## config.mk

```make
export PLATFORM = sky130hd
export DESIGN_NAME = memSubsystem
export DESIGN_NICKNAME = d
export VERILOG_FILES = /design/src/hdl/ctrlPkg.sv /design/src/hdl/memPkg.sv /design/src/hdl/memReqIf.sv /design/src/hdl/dataCache.sv /design/src/hdl/loadStoreQueue.sv /design/src/hdl/memController.sv /design/src/hdl/memSubsystem.sv
export SDC_FILE = /design/constraint.sdc
export NUM_CORES = 2
export LEC_CHECK = 0
export ABC_AREA = 1
export BUFFER_PORTS_ARGS = -buffer_cell sky130_fd_sc_hd__buf_2
export CAP_MARGIN = 25
export CORE_MARGIN = 2
export CORE_UTILIZATION = 36
export DETAILED_ROUTE_END_ITERATION = 10
export GPL_ROUTABILITY_DRIVEN = 0
export PLACE_DENSITY = 0.61
export REMOVE_ABC_BUFFERS = 1
export SYNTH_ARGS = -nofsm -noshare
export SYNTH_HDL_FRONTEND = slang
export SYNTH_SLANG_ARGS = --single-unit
```

## constraint.sdc

```tcl
create_clock -name clk -period 5.9 [get_ports clk]
set_clock_uncertainty 0.1 [all_clocks]
set_input_delay 0.59 -clock clk [delete_from_list [all_inputs] [get_ports clk]]
set_output_delay 0.59 -clock clk [all_outputs]
set_load 0.005 [all_outputs]
```

## src/hdl/ctrlPkg.sv

```systemverilog
`default_nettype none

package ctrlPkg;

    // ========================================================================
    // state machines of the data-memory path
    // ========================================================================

    // queue issue handshake, issued waits until the cache shows busy
    typedef enum logic {
        queueIdle,
        queueIssued
    } queueStateT;

    // memory access sequence
    typedef enum logic [1:0] {
        memIdle,
        memWait,
        memTransfer
    } memStateT;

endpackage

`default_nettype wire

```

## src/hdl/memPkg.sv

```systemverilog
`default_nettype none

package memPkg;

    // ========================================================================
    // vector types of the data-memory path
    // ========================================================================

    // byte address, the memory only decodes its low bits
    typedef logic [31:0] addrT;

    // data word, loads are little-endian and zero-extended
    typedef logic [31:0] dataT;

    // length code of an access, see byteCount
    typedef logic [1:0] lenT;

    // reorder-buffer nickname that rides along with each operation
    typedef logic [3:0] nickT;

    typedef logic [7:0] byteT;

    // number of bytes of one access, 1 to 4
    typedef logic [2:0] countT;

    // code 0 is one byte, code 1 two bytes, codes 2 and 3 a full word
    function automatic countT byteCount(input lenT len);
        case (len)
            2'd0:    return countT'(1);
            2'd1:    return countT'(2);
            default: return countT'(4);
        endcase
    endfunction

endpackage

`default_nettype wire

```

## src/hdl/memReqIf.sv

```systemverilog
`default_nettype none

// request link from the data cache to the memory controller
interface memReqIf;

    logic          memEn;
    logic          store;
    memPkg::addrT  addr;
    memPkg::dataT  wdata;
    memPkg::lenT   len;

    logic          memDone;
    memPkg::dataT  rdata;

    // the cache holds the request fields stable while the access runs
    modport cache (
        output memEn, store, addr, wdata, len,
        input  memDone, rdata
    );

    modport mem (
        input  memEn, store, addr, wdata, len,
        output memDone, rdata
    );

endinterface

`default_nettype wire

```

## src/hdl/dataCache.sv

```systemverilog
`default_nettype none

module dataCache (
    input  logic          clk,
    input  logic          rst,
    input  logic          rdy,

    input  logic          issue,
    input  logic          issueStore,
    input  memPkg::addrT  issueAddr,
    input  memPkg::dataT  issueData,
    input  memPkg::lenT   issueLen,
    input  memPkg::nickT  issueNick,
    output logic          busy,

    output logic          respDone,
    output memPkg::dataT  respData,
    output memPkg::nickT  respNick,

    memReqIf.cache        mem
);

    // ========================================================================
    // single outstanding request
    // ========================================================================

    logic          occupied;
    memPkg::nickT  nick;

    // held high in reset so that the queue cannot issue before it is cleared
    assign busy = rst || occupied;

    always_ff @(posedge clk) begin
        if (rst) begin
            mem.memEn <= 1'b0;
            respDone  <= 1'b0;
            occupied  <= 1'b0;
        end else if (rdy) begin
            // the returned word leaves with the nickname saved at issue
            if (mem.memDone) begin
                respDone <= 1'b1;
                respData <= mem.rdata;
                respNick <= nick;
                occupied <= 1'b0;
            end else begin
                respDone <= 1'b0;
            end

            if (issue) begin
                mem.memEn <= 1'b1;
                mem.store <= issueStore;
                mem.addr  <= issueAddr;
                mem.wdata <= issueData;
                mem.len   <= issueLen;
                nick      <= issueNick;
                occupied  <= 1'b1;
            end else begin
                mem.memEn <= 1'b0;
            end
        end
    end

endmodule

`default_nettype wire

```

## src/hdl/loadStoreQueue.sv

```systemverilog
`default_nettype none

module loadStoreQueue #(
    parameter int QUEUE_DEPTH = 4
) (
    input  logic          clk,
    input  logic          rst,
    input  logic          rdy,

    input  logic          reqValid,
    input  logic          reqStore,
    input  memPkg::addrT  reqAddr,
    input  memPkg::dataT  reqData,
    input  memPkg::lenT   reqLen,
    input  memPkg::nickT  reqNick,
    output logic          full,

    input  logic          busy,
    output logic          issue,
    output logic          issueStore,
    output memPkg::addrT  issueAddr,
    output memPkg::dataT  issueData,
    output memPkg::lenT   issueLen,
    output memPkg::nickT  issueNick
);

    localparam int PTR_W = (QUEUE_DEPTH > 1) ? $clog2(QUEUE_DEPTH) : 1;
    localparam int CNT_W = $clog2(QUEUE_DEPTH + 1);

    logic          storeQ [QUEUE_DEPTH];
    memPkg::addrT  addrQ  [QUEUE_DEPTH];
    memPkg::dataT  dataQ  [QUEUE_DEPTH];
    memPkg::lenT   lenQ   [QUEUE_DEPTH];
    memPkg::nickT  nickQ  [QUEUE_DEPTH];

    logic [PTR_W-1:0] head;
    logic [PTR_W-1:0] tail;
    logic [CNT_W-1:0] count;
    logic             push;
    logic             pop;

    ctrlPkg::queueStateT state;

    // pointers wrap at the depth, which need not be a power of two
    function automatic logic [PTR_W-1:0] nextPtr(input logic [PTR_W-1:0] ptr);
        if (ptr == PTR_W'(QUEUE_DEPTH - 1)) begin
            return '0;
        end
        return ptr + 1'b1;
    endfunction

    assign full = (count == CNT_W'(QUEUE_DEPTH));
    assign push = reqValid && !full && rdy;

    // the head leaves only once the cache has taken it, so a busy that has
    // not risen yet cannot trigger a second issue of the same entry
    assign issue = (state == ctrlPkg::queueIdle) && (count != '0) && !busy && rdy;
    assign pop   = (state == ctrlPkg::queueIssued) && busy && rdy;

    assign issueStore = storeQ[head];
    assign issueAddr  = addrQ[head];
    assign issueData  = dataQ[head];
    assign issueLen   = lenQ[head];
    assign issueNick  = nickQ[head];

    always_ff @(posedge clk) begin
        if (push) begin
            storeQ[tail] <= reqStore;
            addrQ[tail]  <= reqAddr;
            dataQ[tail]  <= reqData;
            lenQ[tail]   <= reqLen;
            nickQ[tail]  <= reqNick;
        end
    end

    always_ff @(posedge clk) begin
        if (rst) begin
            head  <= '0;
            tail  <= '0;
            count <= '0;
            state <= ctrlPkg::queueIdle;
        end else if (rdy) begin
            if (push) begin
                tail <= nextPtr(tail);
            end
            if (pop) begin
                head <= nextPtr(head);
            end
            count <= count + CNT_W'(push) - CNT_W'(pop);

            case (state)
                ctrlPkg::queueIdle: begin
                    if (issue) begin
                        state <= ctrlPkg::queueIssued;
                    end
                end
                ctrlPkg::queueIssued: begin
                    if (busy) begin
                        state <= ctrlPkg::queueIdle;
                    end
                end
                default: state <= ctrlPkg::queueIdle;
            endcase
        end
    end

endmodule

`default_nettype wire

```

## src/hdl/memController.sv

```systemverilog
`default_nettype none

module memController #(
    parameter int WAIT_CYCLES = 2,
    parameter int MEM_BYTES   = 256
) (
    input  logic   clk,
    input  logic   rst,
    input  logic   rdy,

    memReqIf.mem   mem
);

    localparam int ADDR_W = $clog2(MEM_BYTES);
    localparam int WAIT_W = (WAIT_CYCLES > 1) ? $clog2(WAIT_CYCLES) : 1;

    memPkg::byteT  ram [MEM_BYTES];

    ctrlPkg::memStateT state;
    logic [WAIT_W-1:0] waitCnt;
    memPkg::countT     byteIdx;
    logic              lastByte;
    logic [ADDR_W-1:0] ramAddr;
    logic [1:0]        lane;

    // the cache keeps addr, len and wdata steady until memDone
    assign ramAddr  = mem.addr[ADDR_W-1:0] + ADDR_W'(byteIdx);
    assign lane     = byteIdx[1:0];
    assign lastByte = (byteIdx == memPkg::byteCount(mem.len) - 1'b1);

    // ========================================================================
    // access sequence
    // ========================================================================

    // the accepting edge counts as the first wait cycle, and the last byte
    // edge raises memDone, so memEn to memDone is WAIT_CYCLES plus the bytes
    always_ff @(posedge clk) begin
        if (rst) begin
            for (int i = 0; i < MEM_BYTES; i++) begin
                ram[i] <= '0;
            end
            state       <= ctrlPkg::memIdle;
            mem.memDone <= 1'b0;
        end else if (rdy) begin
            mem.memDone <= 1'b0;

            case (state)
                ctrlPkg::memIdle: begin
                    if (mem.memEn) begin
                        waitCnt   <= WAIT_W'(1);
                        byteIdx   <= '0;
                        mem.rdata <= '0;
                        state     <= (WAIT_CYCLES > 1) ? ctrlPkg::memWait
                                                       : ctrlPkg::memTransfer;
                    end
                end

                ctrlPkg::memWait: begin
                    if (waitCnt == WAIT_W'(WAIT_CYCLES - 1)) begin
                        state <= ctrlPkg::memTransfer;
                    end else begin
                        waitCnt <= waitCnt + 1'b1;
                    end
                end

                ctrlPkg::memTransfer: begin
                    // a store leaves rdata at zero
                    if (mem.store) begin
                        ram[ramAddr] <= mem.wdata[8*lane +: 8];
                    end else begin
                        mem.rdata[8*lane +: 8] <= ram[ramAddr];
                    end

                    if (lastByte) begin
                        mem.memDone <= 1'b1;
                        state       <= ctrlPkg::memIdle;
                    end else begin
                        byteIdx <= byteIdx + 1'b1;
                    end
                end

                default: state <= ctrlPkg::memIdle;
            endcase
        end
    end

endmodule

`default_nettype wire

```

## src/hdl/memSubsystem.sv

```systemverilog
`default_nettype none

module memSubsystem #(
    parameter int QUEUE_DEPTH = 4,
    parameter int WAIT_CYCLES = 2,
    parameter int MEM_BYTES   = 256
) (
    input  logic          clk,
    input  logic          rst,
    input  logic          rdy,

    input  logic          reqValid,
    input  logic          reqStore,
    input  memPkg::addrT  reqAddr,
    input  memPkg::dataT  reqData,
    input  memPkg::lenT   reqLen,
    input  memPkg::nickT  reqNick,
    output logic          queueFull,

    output logic          respDone,
    output memPkg::dataT  respData,
    output memPkg::nickT  respNick
);

    logic          busy;
    logic          issue;
    logic          issueStore;
    memPkg::addrT  issueAddr;
    memPkg::dataT  issueData;
    memPkg::lenT   issueLen;
    memPkg::nickT  issueNick;

    memReqIf i_memReq ();

    loadStoreQueue #(
        .QUEUE_DEPTH(QUEUE_DEPTH)
    ) i_loadStoreQueue (
        .clk        (clk),
        .rst        (rst),
        .rdy        (rdy),
        .reqValid   (reqValid),
        .reqStore   (reqStore),
        .reqAddr    (reqAddr),
        .reqData    (reqData),
        .reqLen     (reqLen),
        .reqNick    (reqNick),
        .full       (queueFull),
        .busy       (busy),
        .issue      (issue),
        .issueStore (issueStore),
        .issueAddr  (issueAddr),
        .issueData  (issueData),
        .issueLen   (issueLen),
        .issueNick  (issueNick)
    );

    dataCache i_dataCache (
        .clk        (clk),
        .rst        (rst),
        .rdy        (rdy),
        .issue      (issue),
        .issueStore (issueStore),
        .issueAddr  (issueAddr),
        .issueData  (issueData),
        .issueLen   (issueLen),
        .issueNick  (issueNick),
        .busy       (busy),
        .respDone   (respDone),
        .respData   (respData),
        .respNick   (respNick),
        .mem        (i_memReq.cache)
    );

    memController #(
        .WAIT_CYCLES(WAIT_CYCLES),
        .MEM_BYTES  (MEM_BYTES)
    ) i_memController (
        .clk (clk),
        .rst (rst),
        .rdy (rdy),
        .mem (i_memReq.mem)
    );

endmodule

`default_nettype wire

```

== After elaboration in Yosys (flattened, before gate mapping) ==
Memory sizes are Yosys's and may differ from the RTL's. A register that Yosys moved wholly into a read port is not among the register bits.
Index checks and enable logic that the tools add are counted.

* Memory bits (writable): 2332
* Input bits: 75
* Bits in read-only memories: 0
* Output and inout bits: 38
* Memories kept: 6
* Flip-flop bits (word level): 86
* Bits in latches: 0

{| class="wikitable"
|+ Memories
! memory !! words !! bits a word !! rd ports !! clocked after memory_dff !! write ports !! line !! text
|-
| i_memController.ram || 256 || 8 || 1 || 0 || 256 || memController.sv:17 || <nowiki>memPkg::byteT ram [MEM_BYTES];</nowiki>
|-
| i_loadStoreQueue.addrQ || 4 || 32 || 1 || 1 || 1 || loadStoreQueue.sv:31 || <nowiki>memPkg::addrT addrQ [QUEUE_DEPTH];</nowiki>
|-
| i_loadStoreQueue.dataQ || 4 || 32 || 1 || 1 || 1 || loadStoreQueue.sv:32 || <nowiki>memPkg::dataT dataQ [QUEUE_DEPTH];</nowiki>
|-
| i_loadStoreQueue.nickQ || 4 || 4 || 1 || 1 || 1 || loadStoreQueue.sv:34 || <nowiki>memPkg::nickT nickQ [QUEUE_DEPTH];</nowiki>
|-
| i_loadStoreQueue.lenQ || 4 || 2 || 1 || 1 || 1 || loadStoreQueue.sv:33 || <nowiki>memPkg::lenT lenQ [QUEUE_DEPTH];</nowiki>
|-
| i_loadStoreQueue.storeQ || 4 || 1 || 1 || 1 || 1 || loadStoreQueue.sv:30 || <nowiki>logic storeQ [QUEUE_DEPTH];</nowiki>
|}

* Shift operators: 3
* $lt $le $gt $ge: 0
* Reduce and logical (&&, ||, !) cells: 26
* Multiply operators: 0
* Bitwise logic cells: 2
* Add/subtract/negate cells: 9
* Multiplexer cells: 47
* Equal/unequal tests: 12
* Divide/modulo/power cells: 0

{| class="wikitable"
|+ Operator list
! cell !! number
|-
| $mux 32 || 2
|-
| $pmux 32 s2 || 1
|-
| $neg 5->34 || 1
|-
| $shift 8x34->32 const A || 1
|-
| $shiftx 8x34->32 || 1
|-
| $bwmux 32 || 1
|-
| $shiftx 32x6->8 || 1
|-
| $mux 1 || 27
|-
| $mux 8 || 2
|-
| $mux 2 || 7
|-
| $pmux 3 s2 || 2
|-
| $reduce_and 5->1 || 2
|-
| $add 8x3->8 || 1
|-
| $reduce_and 4->1 || 2
|-
| $reduce_or 8->1 || 1
|-
| $logic_and 1x1->1 || 7
|-
| $eq 2x2->1 const B || 3
|-
| $mux 3 || 2
|-
| $ne 2x2->1 const B || 3
|-
| $pmux 2 s3 || 1
|-
| $reduce_and 2->1 || 3
|-
| $reduce_and 3->1 || 2
|-
| $reduce_bool 2->1 || 3
|-
| $add 2x1->2 const B || 2
|-
| 15 further kinds || 21
|}

== Depth between registers and ports, before layout ==
* Depth after elaboration: 8
* Depth in mapped cells: 20

== By module ==
Synthesis repeated with hierarchy kept, for this count alone.

* Cells, all modules: 11903
* Area total of the unflattened synthesis: 112043.7 um^2

{| class="wikitable"
|+ Modules (own cells, without submodules)
! module !! cells each !! area an instance (um^2) !! sequential area each (um^2) !! times used
|-
| memController || 11012 || 97602.4 || 62610.0 || 1
|-
| loadStoreQueue || 767 || 11101.9 || 8728.4 || 1
|-
| dataCache || 124 || 3339.5 || 3273.1 || 1
|}

== Worst setup path after synthesis ==
Ideal clock, no wire load.

* Path kind: input to register
* Start: input port rdy
* End: register i_dataCache.mem.memEn
* Required time: 5.718 ns
* Path buffers: 1
* Stages on the path: 7
* Library setup time: 0.082 ns
* Setup slack: -0.473 ns
* Data arrival time: 6.191 ns
* Cells stage by stage: buf_2 > inv_2 > nor2_1 > inv_1 > nor4_1 > inv_1 > a21oi_1

* Cells in the longest elaborated chain, start to end: 2

{| class="wikitable"
|+ RTL lines
! element !! line !! text
|-
| from (decl) || memSubsystem.sv:10 || <nowiki>input logic rdy,</nowiki>
|-
| $logic_and 1x1->1 || loadStoreQueue.sv:57 || <nowiki>assign issue = (state == ctrlPkg::queueIdle) && (count != '0) && !busy && rdy;</nowiki>
|-
| $mux 1 || dataCache.sv:49 || <nowiki>if (issue) begin</nowiki>
|-
| to (signal assigned) || dataCache.sv:35 || <nowiki>mem.memEn <= 1'b0;</nowiki>
|-
| to (signal assigned) || dataCache.sv:50 || <nowiki>mem.memEn <= 1'b1;</nowiki>
|-
| to (signal assigned) || dataCache.sv:58 || <nowiki>mem.memEn <= 1'b0;</nowiki>
|-
| to (decl) || memReqIf.sv:17 || <nowiki>output memEn, store, addr, wdata, len,</nowiki>
|}

Several ways; a longest one is shown, not always the timed one.
A chain may end at the register's enable or synchronous reset.

== Final worst setup path ==
* Start: register i_memController.byteIdx[0]
* End: register i_memController.mem.rdata[16] (data pin)

* Cells in the longest elaborated chain, start to end: 6
* Elaborated cells between the ends (all ways): 8
* Classes of those cells: 2 x add/sub; 2 x shift; 3 x mux; 1 x memory

{| class="wikitable"
|+ RTL lines
! element !! line !! text
|-
| from (decl) || memController.sv:21 || <nowiki>memPkg::countT byteIdx;</nowiki>
|-
| from (signal assigned) || memController.sv:78 || <nowiki>byteIdx <= byteIdx + 1'b1;</nowiki>
|-
| $add 8x3->8 || memController.sv:27 || <nowiki>assign ramAddr = mem.addr[ADDR_W-1:0] + ADDR_W'(byteIdx);</nowiki>
|-
| $mem_v2 256x8 || -- ||
|-
| $shiftx 8x34->32 || memController.sv:71 || <nowiki>mem.rdata[8*lane +: 8] <= ram[ramAddr];</nowiki>
|-
| $bwmux 32 (*) || memController.sv:71 ||
|-
| $mux 32 (*) || memController.sv:68 || <nowiki>if (mem.store) begin</nowiki>
|-
| $pmux 32 s2 (*) || memController.sv:47 || <nowiki>case (state)</nowiki>
|-
| to (signal, indexed assignment) || memController.sv:71 ||
|-
| to (decl) || memReqIf.sv:23 || <nowiki>output memDone, rdata</nowiki>
|}

Mark *: on every way between the ends. The rest lies on a longest branch, timed or not. The select of a mux whose other input is x is not followed.

==> results.md <==
- TNS Setup: 0 ns
- Die Y: 551 µm
- Top fanout value on the critical path: 34
- H-tree levels: 4
- Commonest register cell after synthesis: edfxtp_1
- Leakage: 50.7 nW
- VDD IR max: 0.000262 V
- CTS tree: done
- RSZ-0062 raised after global routing: false
- Multi-input logic area: 31800 µm²
- # DRC: 0
- Synth-to-Final Area Change: 12.2%
- Post-Synthesis Cells: 11600
- Required @ worst endpoint: 6.57 ns
- Final Total Pwr: 37.7 mW
- Fraction of layout cells with a size suffix above 1: 0.0616
- Io pins: 113
- Die area: 303000 µm²
- Initial Util: 0.362
- Number of global-route vias before repair: 74300
- Synth top area cells: edfxtp_1 66%, nor2_1 15%, nand2_1 9.7%, inv_1 2.1%, nand3_1 1.9%
- Post-layout nets: 11600
- Register Area: 71000 µm²
- Cts bufs inserted: 246
- Synth Register Bits: 2368
- # clock sinks: 2368
- Ys async rst share: 0
- Final ANT Viol Nets: 0
- Max stage delay on crit path: 0.97 ns
- Row count: 200
- Worst slew pin tran: 1.17 ns
- Worst hold path type: input pin to flip-flop
- Most common cell after layout, fill and taps aside: nor2_1
- Fmax: 192 MHz
- Final period util: 0.881
- MaxCap Viol Count: 0
- Critical path class: flip-flop to flip-flop
- Status: completed
- Crit-path slowest cell: fa_4
- Core area: 297000 µm²
- Crit path top cell by count: nand2_1
- Fin. Hold Viols: 0
- Critical-path cell list: ha_4 > fa_4 > inv_6 > nand2_4 > buf_12 > buf_4 > nor2_1 > nor2_1 > nand2_1 > nand2_1 > nand3_1 > nand3_1 > nand2_1 > o21ai_0 > nand2_1 > nor2_1 > buf_4 > nand3_1 > a21oi_1
- Pre-antenna DRT Iters: 9
- Yosys top cell area share: 0.657
- Pre-CTS setup slack: 0.800 ns
- Postcts setup bufs: 0
- Port Buffer Count: 88
- Post-synth EDFFs: 2354
- Pwr dens: 312 nW/µm²
- Reg clk slew, reported paths: 0.06 ns
- Top cell type by total area after synthesis: edfxtp_1
- Commonest non-fill, non-tap cells in the layout: 4190 x nor2_1, 2787 x nand2_1, 2354 x edfxtp_1, 605 x inv_1, 398 x nand3_1
- First-pass GRT wire length: 456000 µm
- Largest net degree at the start of global routing: 161
- Wirelength per Cell: 19.4 µm
- Setup-failing EPs final: 0
- Gr ovfl total: 0
- Final HPWL DP: 183000 µm
- Unique masters post-synth: 33
- Register area share after synthesis: 0.660
- Worst setup EP type: flip-flop
- Iteration-0 DRC count of the detailed router: 8155
- Gr usage total: 0.197
- Slew Limit Fails: 0
- DR vias: 77900
- Ys Warns: 0
- Syn Std Cell Area: 108000 µm²
- Setup slack after layout: 0.701 ns
- Synth Area per Inst: 9.26 µm²
- Via density: 4.98
- Die width: 551 µm
- Initial antenna violation count: 8
- CP arrival: 5.86 ns
- Fillers: 28900
- Startpoint types: flip-flop
- CTS root buf: clkbuf_16
- Worst relative slew slack: 0.215
- Worst-Skew Late Latency: 0.93 ns
- Min Tclk post-route: 5.20 ns
- Max Buffers Root-to-Sink: 4
- DRT Wirelength: 304000 µm
[worst paths after layout]
path | slack (ns) | to | depth (start not counted) | start
worst max-delay path | 0.70 | i_memController.mem.rdata[16]$_SDFFCE_PP0P_ | 19 | i_memController.byteIdx[0]$_SDFFCE_PP0P_
worst min-delay path | 0.29 | i_loadStoreQueue.count[0]$_SDFFE_PP0P_ | 6 | reqValid
worst max register to register | 0.70 | i_memController.mem.rdata[16]$_SDFFCE_PP0P_ | 19 | i_memController.byteIdx[0]$_SDFFCE_PP0P_
worst min register to register | 0.34 | i_dataCache.respData[5]$_DFFE_PP_ | 0 | i_memController.mem.rdata[5]$_SDFFCE_PP0P_
[critical path: cells and delay by family (launching register included)]
kind / cells / cell delay [ns]
AO/OA/AOI/OAI: 2 / 0.79
buffers and inverters: 4 / 0.92
AND/OR/NAND/NOR: 11 / 1.59
adder cells (fa/ha/maj): 2 / 1.16
flip-flops: 1 / 0.42
[power breakdown]
group | switching (mW) | internal, mW | total (mW)
Sequential | 0.149 | 19.0 | 19.1
Clock | 6.50 | 8.27 | 14.8
Combinational | 2.86 | 0.933 | 3.79
Total | 9.51 | 28.2 | 37.7
[through the flow]
step                cells  cell area (µm²)  hold slack [ns]   util
floorplan           10900           105000            0.300      -
global placement    15100           113000            0.332  0.379
detailed placement  15100           113000            0.307  0.379
CTS                 15600           121000            0.218  0.406
global route        15600           121000            0.297  0.406
finish              15600           121000            0.295  0.406
[synthesized netlist by cell type, types with 40 or more instances]
library cell / instances
nor2_1: 4209
nand2_1: 2793
edfxtp_1: 2354
inv_1: 608
clkbuf_1: 485
nand3_1: 398
o21ai_0: 253
buf_2: 132
buf_1: 68
a21oi_1: 54
o22ai_1: 47
o21bai_1: 40
[sequential cells by signal, indices dropped and copies added (netlist names), 2 cells and up]
signal                     flops
i_dataCache.mem.addr           8
i_loadStoreQueue.dataQ       128
i_memController.state          2
i_dataCache.respNick           4
i_loadStoreQueue.nickQ        16
i_loadStoreQueue.head          2
i_dataCache.nick               4
i_dataCache.respData          32
i_memController.ram         2048
i_loadStoreQueue.addrQ        32
i_loadStoreQueue.count         3
i_memController.mem.rdata     32
i_loadStoreQueue.lenQ          8
i_dataCache.mem.len            2
i_loadStoreQueue.tail          2
i_loadStoreQueue.storeQ        4
i_memController.byteIdx        3
i_dataCache.mem.wdata         32
[routing by layer]
metal	vias up	GRT usage	wire length, µm
li1	37000	-	-
met1	37300	0.267	126000
met2	2981	0.325	143000
met3	519	0.0258	23800
met4	2	0.0661	10200
met5	-	0	11
[what timing repair did]
action                                 in CTS  in global routing
endpoints found under the hold margin     198                  0
hold buffers                               49                  0
resized for setup                           0                  0
[area by class of cell]
type	instances	share of cell area
clock buffers	308	0.0529
diodes	9	0.000187
flip-flops and latches	2368	0.588
multi-input cells	7932	0.264
repair buffers	325	0.0260
well taps	3939	0.0408
inverters	632	0.0199
clock inverters	124	0.00869
[cell families after synthesis]
group,Yosys count,share of synthesized area
compound gates,405,0.0208
xor+xnor,5,0.000477
fa+ha+maj,18,0.00223
buf+inv,1324,0.0480
flops,2368,0.660
simple gates,7504,0.269
No activity file was read; power rests on OpenSTA's default activity.
